## src/hdl/analyzer_macros.svh

```systemverilog
`ifndef ANALYZER_MACROS_SVH
`define ANALYZER_MACROS_SVH

// pixel stream
`define PIXEL_WIDTH 8
`define LINE_INDEX_WIDTH 11

// line layout, dark part comes first
`define DARK_PIXELS 16
`define COLOR_PIXELS 1024
`define LINE_PIXELS (`DARK_PIXELS + `COLOR_PIXELS)

`define POINT_COUNT 3

// counters and report
`define COUNT_WIDTH 32
`define PERIOD_WIDTH 16
`define RESULT_COUNT 9
`define REPORT_INDEX_WIDTH 4

`endif
```

## src/hdl/analyzer_result_pkg.sv

```systemverilog
`default_nettype none

`include "analyzer_macros.svh"

package analyzer_result_pkg;

    typedef struct packed
    {
        logic [`COUNT_WIDTH-1:0] f0_count;
        logic [`COUNT_WIDTH-1:0] f1_count;
        logic [`COUNT_WIDTH-1:0] unknown_count;
    } point_counts_t;

    // index runs 1 to 9, 0 when idle
    typedef struct packed
    {
        logic [`REPORT_INDEX_WIDTH-1:0] index;
        logic [`COUNT_WIDTH-1:0]        data;
    } report_word_t;

endpackage

`default_nettype wire

```

## src/hdl/analyzer_cfg_pkg.sv

```systemverilog
`default_nettype none

`include "analyzer_macros.svh"

package analyzer_cfg_pkg;

    // start inclusive, stop exclusive
    typedef struct packed
    {
        logic [`LINE_INDEX_WIDTH-1:0] start_index;
        logic [`LINE_INDEX_WIDTH-1:0] stop_index;
    } point_window_t;

    // periods in lines, f0 wins over f1
    typedef struct packed
    {
        logic [`PERIOD_WIDTH-1:0] f0_period;
        logic [`PERIOD_WIDTH-1:0] f1_period;
        logic [`PERIOD_WIDTH-1:0] deviation;
    } band_cfg_t;

    typedef struct packed
    {
        logic [`PIXEL_WIDTH-1:0]            threshold;
        point_window_t [`POINT_COUNT-1:0]   windows;
        band_cfg_t [`POINT_COUNT-1:0]       bands;
    } analyzer_cfg_t;

endpackage

`default_nettype wire

```

## src/hdl/frequency_analyzer_top.sv

```systemverilog
`timescale 1ns/100ps
`default_nettype none

`include "analyzer_macros.svh"

module frequency_analyzer_top
(
    input  logic                              pixel_clock,
    input  logic                              rst,
    input  logic [`PIXEL_WIDTH-1:0]           data,
    input  logic                              start,
    input  logic                              stop,
    input  logic                              clear,
    input  analyzer_cfg_pkg::analyzer_cfg_t   cfg,
    output logic                              report_valid,
    output analyzer_result_pkg::report_word_t report,
    output logic                              irq
);

    import analyzer_result_pkg::*;

    logic [`POINT_COUNT-1:0]          sample_bits;
    logic [`POINT_COUNT-1:0]          sample_valid;
    point_counts_t [`POINT_COUNT-1:0] point_counts;

    line_scanner u_scanner
    (
        .pixel_clock  (pixel_clock),
        .rst          (rst),
        .start        (start),
        .stop         (stop),
        .data         (data),
        .threshold    (cfg.threshold),
        .windows      (cfg.windows),
        .sample_bits  (sample_bits),
        .sample_valid (sample_valid)
    );

    // one classifier per point
    for (genvar i = 0; i < `POINT_COUNT; i++)
    begin : g_classifier
        blink_period_classifier u_classifier
        (
            .pixel_clock  (pixel_clock),
            .rst          (rst),
            .clear        (clear),
            .sample_bit   (sample_bits[i]),
            .sample_valid (sample_valid[i]),
            .band         (cfg.bands[i]),
            .counts       (point_counts[i])
        );
    end

    result_reporter u_reporter
    (
        .pixel_clock  (pixel_clock),
        .rst          (rst),
        .stop         (stop),
        .counts       (point_counts),
        .report_valid (report_valid),
        .report       (report),
        .irq          (irq)
    );

endmodule

`default_nettype wire

```

## src/hdl/result_reporter.sv

```systemverilog
`timescale 1ns/100ps
`default_nettype none

`include "analyzer_macros.svh"

module result_reporter
(
    input  logic                                                 pixel_clock,
    input  logic                                                 rst,
    input  logic                                                 stop,
    input  analyzer_result_pkg::point_counts_t [`POINT_COUNT-1:0] counts,
    output logic                                                 report_valid,
    output analyzer_result_pkg::report_word_t                    report,
    output logic                                                 irq
);

    logic                           busy;
    logic [`REPORT_INDEX_WIDTH-1:0] step;

    assign report_valid = busy;

    //////////////////////////////////////////////////
    // word select, f0/f1 pairs then unknowns
    //////////////////////////////////////////////////

    always_comb
    begin
        report.index = step;
        case (step)
            4'd1:    report.data = counts[0].f0_count;
            4'd2:    report.data = counts[0].f1_count;
            4'd3:    report.data = counts[1].f0_count;
            4'd4:    report.data = counts[1].f1_count;
            4'd5:    report.data = counts[2].f0_count;
            4'd6:    report.data = counts[2].f1_count;
            4'd7:    report.data = counts[0].unknown_count;
            4'd8:    report.data = counts[1].unknown_count;
            4'd9:    report.data = counts[2].unknown_count;
            default: report.data = '0;
        endcase
    end

    // stop while busy is dropped
    always_ff @(posedge pixel_clock)
    begin
        if (rst)
        begin
            busy <= 1'b0;
            step <= '0;
            irq  <= 1'b0;
        end
        else
        begin
            irq <= 1'b0;
            if (!busy)
            begin
                if (stop)
                begin
                    busy <= 1'b1;
                    step <= `REPORT_INDEX_WIDTH'(1);
                end
            end
            else if (step == `REPORT_INDEX_WIDTH'(`RESULT_COUNT))
            begin
                // last word shown, irq next cycle
                busy <= 1'b0;
                step <= '0;
                irq  <= 1'b1;
            end
            else
            begin
                step <= step + 1'b1;
            end
        end
    end

endmodule

`default_nettype wire

```

## src/hdl/blink_period_classifier.sv

```systemverilog
`timescale 1ns/100ps
`default_nettype none

`include "analyzer_macros.svh"

module blink_period_classifier
(
    input  logic                               pixel_clock,
    input  logic                               rst,
    input  logic                               clear,
    input  logic                               sample_bit,
    input  logic                               sample_valid,
    input  analyzer_cfg_pkg::band_cfg_t        band,
    output analyzer_result_pkg::point_counts_t counts
);

    logic                     previous_bit;
    logic                     armed;
    logic [`PERIOD_WIDTH-1:0] line_count;
    logic                     rising_edge;
    logic                     f0_match;
    logic                     f1_match;

    function automatic logic in_band
    (
        input logic [`PERIOD_WIDTH-1:0] period,
        input logic [`PERIOD_WIDTH-1:0] center,
        input logic [`PERIOD_WIDTH-1:0] deviation
    );
        logic [`PERIOD_WIDTH-1:0] distance;
        distance = (period >= center) ? (period - center) : (center - period);
        return (distance <= deviation);
    endfunction

    assign rising_edge = sample_valid && sample_bit && !previous_bit;

    // line_count holds the lines since the last rising edge
    assign f0_match = in_band(line_count, band.f0_period, band.deviation);
    assign f1_match = in_band(line_count, band.f1_period, band.deviation);

    //////////////////////////////////////////////////
    // period measurement and class counters
    //////////////////////////////////////////////////

    always_ff @(posedge pixel_clock)
    begin
        if (rst)
        begin
            previous_bit <= 1'b0;
            armed        <= 1'b0;
            line_count   <= '0;
            counts       <= '0;
        end
        else
        begin
            if (sample_valid)
                previous_bit <= sample_bit;

            if (clear)
            begin
                armed      <= 1'b0;
                line_count <= '0;
                counts     <= '0;
            end
            else if (rising_edge)
            begin
                // first edge only starts the measurement
                armed      <= 1'b1;
                line_count <= `PERIOD_WIDTH'(1);
                if (armed)
                begin
                    if (f0_match)
                        counts.f0_count <= counts.f0_count + 1'b1;
                    else if (f1_match)
                        counts.f1_count <= counts.f1_count + 1'b1;
                    else
                        counts.unknown_count <= counts.unknown_count + 1'b1;
                end
            end
            else if (sample_valid && (line_count != '1))
            begin
                // saturate, a very long period is simply unknown
                line_count <= line_count + 1'b1;
            end
        end
    end

endmodule

`default_nettype wire

```

## src/hdl/line_scanner.sv

```systemverilog
`timescale 1ns/100ps
`default_nettype none

`include "analyzer_macros.svh"

module line_scanner
(
    input  logic                                              pixel_clock,
    input  logic                                              rst,
    input  logic                                              start,
    input  logic                                              stop,
    input  logic [`PIXEL_WIDTH-1:0]                           data,
    input  logic [`PIXEL_WIDTH-1:0]                           threshold,
    input  analyzer_cfg_pkg::point_window_t [`POINT_COUNT-1:0] windows,
    output logic [`POINT_COUNT-1:0]                           sample_bits,
    output logic [`POINT_COUNT-1:0]                           sample_valid
);

    logic                         running;
    logic [`LINE_INDEX_WIDTH-1:0] position;
    logic                         line_end;

    assign line_end = (position == `LINE_INDEX_WIDTH'(`LINE_PIXELS - 1));

    // position held at 0 while idle, restarts on start
    always_ff @(posedge pixel_clock)
    begin
        if (rst)
        begin
            running  <= 1'b0;
            position <= '0;
        end
        else
        begin
            if (start)
                running <= 1'b1;
            else if (stop)
                running <= 1'b0;

            if (start || !running || line_end)
                position <= '0;
            else
                position <= position + 1'b1;
        end
    end

    for (genvar i = 0; i < `POINT_COUNT; i++)
    begin : g_sampler
        point_window_sampler u_sampler
        (
            .pixel_clock  (pixel_clock),
            .rst          (rst),
            .running      (running),
            .position     (position),
            .data         (data),
            .threshold    (threshold),
            .window       (windows[i]),
            .sample_bit   (sample_bits[i]),
            .sample_valid (sample_valid[i])
        );
    end

endmodule

`default_nettype wire

```

## src/hdl/point_window_sampler.sv

```systemverilog
`timescale 1ns/100ps
`default_nettype none

`include "analyzer_macros.svh"

module point_window_sampler
(
    input  logic                              pixel_clock,
    input  logic                              rst,
    input  logic                              running,
    input  logic [`LINE_INDEX_WIDTH-1:0]      position,
    input  logic [`PIXEL_WIDTH-1:0]           data,
    input  logic [`PIXEL_WIDTH-1:0]           threshold,
    input  analyzer_cfg_pkg::point_window_t   window,
    output logic                              sample_bit,
    output logic                              sample_valid
);

    logic [`PIXEL_WIDTH-1:0] min_value;
    logic [`PIXEL_WIDTH-1:0] max_value;
    logic [`PIXEL_WIDTH-1:0] line_min;
    logic [`PIXEL_WIDTH-1:0] line_max;
    logic [`PIXEL_WIDTH-1:0] midpoint;
    logic                    in_window;
    logic                    at_stop;

    assign in_window = (position >= window.start_index) && (position < window.stop_index);
    assign at_stop   = running && (position == window.stop_index);

    // empty range at the start of each line
    assign line_min = (position == '0) ? '1 : min_value;
    assign line_max = (position == '0) ? '0 : max_value;

    // rounded down, no overflow since max >= min
    assign midpoint = min_value + ((max_value - min_value) >> 1);

    //////////////////////////////////////////////////
    // window range tracking
    //////////////////////////////////////////////////

    always_ff @(posedge pixel_clock)
    begin
        if (in_window)
        begin
            min_value <= (data < line_min) ? data : line_min;
            max_value <= (data > line_max) ? data : line_max;
        end
        else
        begin
            min_value <= line_min;
            max_value <= line_max;
        end
    end

    //////////////////////////////////////////////////
    // light/dark decision
    //////////////////////////////////////////////////

    always_ff @(posedge pixel_clock)
    begin
        if (rst)
        begin
            sample_bit   <= 1'b0;
            sample_valid <= 1'b0;
        end
        else
        begin
            sample_valid <= at_stop;
            // equal to threshold still counts as dark
            if (at_stop)
                sample_bit <= (midpoint > threshold);
        end
    end

endmodule

`default_nettype wire

```

## config.mk

```make
export PLATFORM = sky130hd
export DESIGN_NAME = frequency_analyzer_top
export DESIGN_NICKNAME = d
export VERILOG_FILES = /design/src/hdl/analyzer_result_pkg.sv /design/src/hdl/analyzer_cfg_pkg.sv /design/src/hdl/frequency_analyzer_top.sv /design/src/hdl/result_reporter.sv /design/src/hdl/blink_period_classifier.sv /design/src/hdl/line_scanner.sv /design/src/hdl/point_window_sampler.sv
export VERILOG_INCLUDE_DIRS = /design/src /design/src/hdl
export SDC_FILE = /design/constraint.sdc
export NUM_CORES = 2
export LEC_CHECK = 0
export BUFFER_PORTS_ARGS = -buffer_cell sky130_fd_sc_hd__buf_2
export CAP_MARGIN = 20
export CORE_MARGIN = 3
export CORE_UTILIZATION = 52
export CTS_CLUSTER_SIZE = 40
export DETAILED_ROUTE_END_ITERATION = 8
export PLACE_DENSITY_LB_ADDON = 0.1
export SETUP_SLACK_MARGIN = 0.4
export SYNTH_ARGS = -nofsm -noshare
export SYNTH_HDL_FRONTEND = slang
export SYNTH_HIERARCHICAL = 1
export SYNTH_SLANG_ARGS = --single-unit
```

## constraint.sdc

```tcl
create_clock -name pixel_clock -period 7.4 [get_ports pixel_clock]
set_input_delay 1.48 -clock pixel_clock [delete_from_list [all_inputs] [get_ports pixel_clock]]
set_output_delay 1.48 -clock pixel_clock [all_outputs]
set_load 0.02 [all_outputs]
```

==> results.ini <==
[run_status]
status = finished clean

[place]
placed_cells = 6015
dp_worst_setup_slack_ns = 0.4311
gp_congestion = 0.9509
port_buffers = 268
post-dp-hpwl_mm = 101.0

[global_routing]
first_global_vias = 35580
antenna_found_initial = 5
grt_pass1_wl_mm = 202.5
grt.total_usage_pct = 31.79
overflow = 0
grt_start_max_net_pins = 88

[sta]
timing.fmax_mhz = 157.1
skew_ns = 0.01284
worst_pin_slew_ns = 1.146
hold_viol = 0
slew_headroom_pct = 23.61
tns_ns = 0
slew_violations = 0
rsz0062_at_grt = no
period_share_pct = 86.00
setup_viol = 0
worst_slack_ns = 1.036
period_needed_ns = 6.364

[floorplanning]
die_h_um = 282.3
die_area_um2 = 79680
initial_core_util_pct = 52.87
rows = 100
die_width_um = 282.3
ios = 269
core-area_um2 = 75070

[routing]
vias = 38820
drcViolationCount = 0
final_antenna_net_count = 0
viasPerCell = 6.356
drt_iter0_drc = 3532
wl_per_cell_um = 21.59
first_pass_iters = 6
totalWireLength_mm = 131.9

[power_and_ir_drop]
p_per_area_nw_per_um2 = 136.1
ir_drop_uv = 195.6
p_leak_nw = 18.62

[synthesis]
netlist_instances = 5008
async_reset_ff_share_pct = 0
yosysSeqAreaShare_pct = 20.88
synth_cell_types = 109
synthFlopType = dfxtp_1
synth-compound-area-share_pct = 22.84
netlist_area_um2 = 39690
synthAdderAreaFrac_pct = 15.69
syn_nets = 5726
avgSynthCellArea_um2 = 7.926
yosysWarnings = 6
ys_seq_elements = 414
muxShareOfSynthArea_pct = 5.145
synth_top_family_by_area = simple AND/OR/NAND/NOR gates
synthXorXnorAreaFrac_pct = 3.884
synth-simple-area-share_pct = 24.01
synth-edff-count = 0

[setup_path]
endpoint_kind = flip-flop
worstSetupStartpointType = input pin
required_ns = 7.95
critPathLaunch = cfg[90]
r2r_cells = 22
reg2reg_slack_ns = 1.48
arrival_ns = 6.92
crit_type = in -> reg
r2r-end = g_classifier[1].u_classifier/counts[7]
r2r_start = g_classifier[1].u_classifier/line_count[0]
critical_path.max_fanout = 52

[clock_network]
post_cts_resized = 0
hold_buffers = 0
cts_sinks = 414
clockBufferDepth = 3
numCtsBuffers = 52
cts_setup_buffers = 0
root_buffer = clkbuf_16
htree_levels = 2
clk_latency_ns = 0.62
tritoncts = yes
clk_pin_slew_ns = 0.06

[cells_and_area]
area_growth_pct = 8.574
layout.nets = 5819
fin_cells = 6108
final_cell_mix = ha_1 (469), inv_1 (444), dfxtp_1 (410)
drive_above_1_share_pct = 10.94
fill_cells = 7151
multiInputGateArea_um2 = 28440
seq_area_um2 = 8298
layout_commonest_cell = ha_1

[job]
cap_violations = 0

[min_path]
holdPathStages = 2
hold_class = reg -> reg
holdPathEnd = g_classifier[0].u_classifier/armed
hp-start = g_classifier[0].u_classifier/armed

cell type report:
class	count	share of cell area, %
repair buffers	318	4.047
inverters	445	3.876
clock buffers	68	3.394
diodes	1	0.005807
multi-input cells	3870	66.00
flip-flops and latches	414	19.25
well taps	969	2.813
clock inverters	23	0.6068
flip-flops by register name (all words and copies together) (netlist names):
| register | cells |
|---|---|
| u_reporter/irq | 1 |
| g_classifier.u_classifier/armed | 3 |
| u_scanner/g_sampler.u_sampler/sample_valid | 3 |
| u_reporter/step | 4 |
| u_reporter/report_valid | 1 |
| g_classifier.u_classifier/counts | 288 |
| u_scanner/running | 1 |
| u_scanner/g_sampler.u_sampler/min_value | 24 |
| u_scanner/position | 11 |
| u_scanner/g_sampler.u_sampler/max_value | 24 |
| g_classifier.u_classifier/line_count | 48 |
| u_scanner/g_sampler.u_sampler/sample_bit | 3 |
| g_classifier.u_classifier/previous_bit | 3 |
per-stage QoR:
| stage | hold slack, ns | power [mW] | util, % | area [µm²] |
|---|---|---|---|---|
| final | 0.4711 | 5.865 | 57.40 | 43100 |
| after CTS | 0.4728 | 5.893 | 57.39 | 43090 |
| after global placement | 0.4500 | 3.258 | 55.10 | 41360 |
| after global routing | 0.4919 | 6.103 | 57.40 | 43090 |
| after floorplan | 0.4397 | 2.974 | - | 39690 |
| after detailed placement | 0.4589 | 3.266 | 55.10 | 41360 |
cells in the mapped netlist (all sizes together) (31+ instances only):
library cell / number / area share (%)
ha: 469 / 15
inv: 444 / 4.2
dfxtp: 414 / 21
a21oi: 408 / 5.3
nand2: 388 / 3.7
nor2: 236 / 2.2
clkbuf: 171 / 1.6
or3: 167 / 2.7
mux2i: 162 / 4.1
nand3: 150 / 2.0
o21ai: 150 / 2.0
nand3b: 140 / 2.6
a21o: 136 / 2.6
nand4: 130 / 2.1
xnor2: 127 / 2.8
or4: 120 / 2.3
buf: 108 / 1.7
o311ai: 95 / 2.1
o41ai: 91 / 2.0
o211ai: 85 / 1.7
nor3: 82 / 1.1
and3: 68 / 1.1
nor4: 52 / 1.0
xor2: 49 / 1.1
o21a: 40 / 0.76
nor2b: 37 / 0.58
a31oi: 36 / 0.57
mux2: 36 / 1.1
o21bai: 35 / 0.66
o31ai: 34 / 0.68
a211oi: 31 / 0.61
and2: 31 / 0.49
kinds of logic after synthesis:
family,count (synthesis)
adder cells (fa/ha/maj),487
multiplexers,198
AO/OA/AOI/OAI,1301
AND/OR/NAND/NOR,1708
flip-flops,414
XOR/XNOR,176
buffers and inverters,724
critical path, cell delays in order:
cell	delay [ns]
buf_2	0.10
inv_1	0.04
ha_1	0.47
nand2_1	0.12
o21a_1	0.20
o21a_1	0.20
nand3_1	0.25
mux2_2	0.40
o21ai_0	0.34
a21oi_1	0.15
xnor2_1	0.16
ha_1	0.29
nand4_1	0.16
or2_2	0.34
nor2_1	0.09
o21ai_0	0.11
and3_1	0.30
or3_2	0.77
buf_12	0.29
nor4b_1	0.39
mux2i_1	0.21
report_power, final:
group,switching (mW),internal (mW)
sequential,0.0166,2.23
combinational,0.622,0.366
clock,1.07,1.56
worst max path at each step:
stage | cells after the start | end | slack, ns
2_1_floorplan | 23 | g_classifier[1].u_classifier/counts[37] | 1.21
3_3_place_gp | 21 | g_classifier[1].u_classifier/counts[7] | 0.51
3_5_place_dp | 21 | g_classifier[1].u_classifier/counts[7] | 0.43
4_1_cts | 21 | g_classifier[1].u_classifier/counts[7] | 1.07
5_1_grt | 21 | g_classifier[1].u_classifier/counts[7] | 0.59
6_report | 21 | g_classifier[1].u_classifier/counts[7] | 1.04
per-layer routing:
metal	global-route usage, %	wire length, µm
met5	0	23
met4	13.14	5681
met3	6.727	10780
met2	48.59	56440
met1	43.48	58940
No activity file was read; power rests on OpenSTA's default activity.
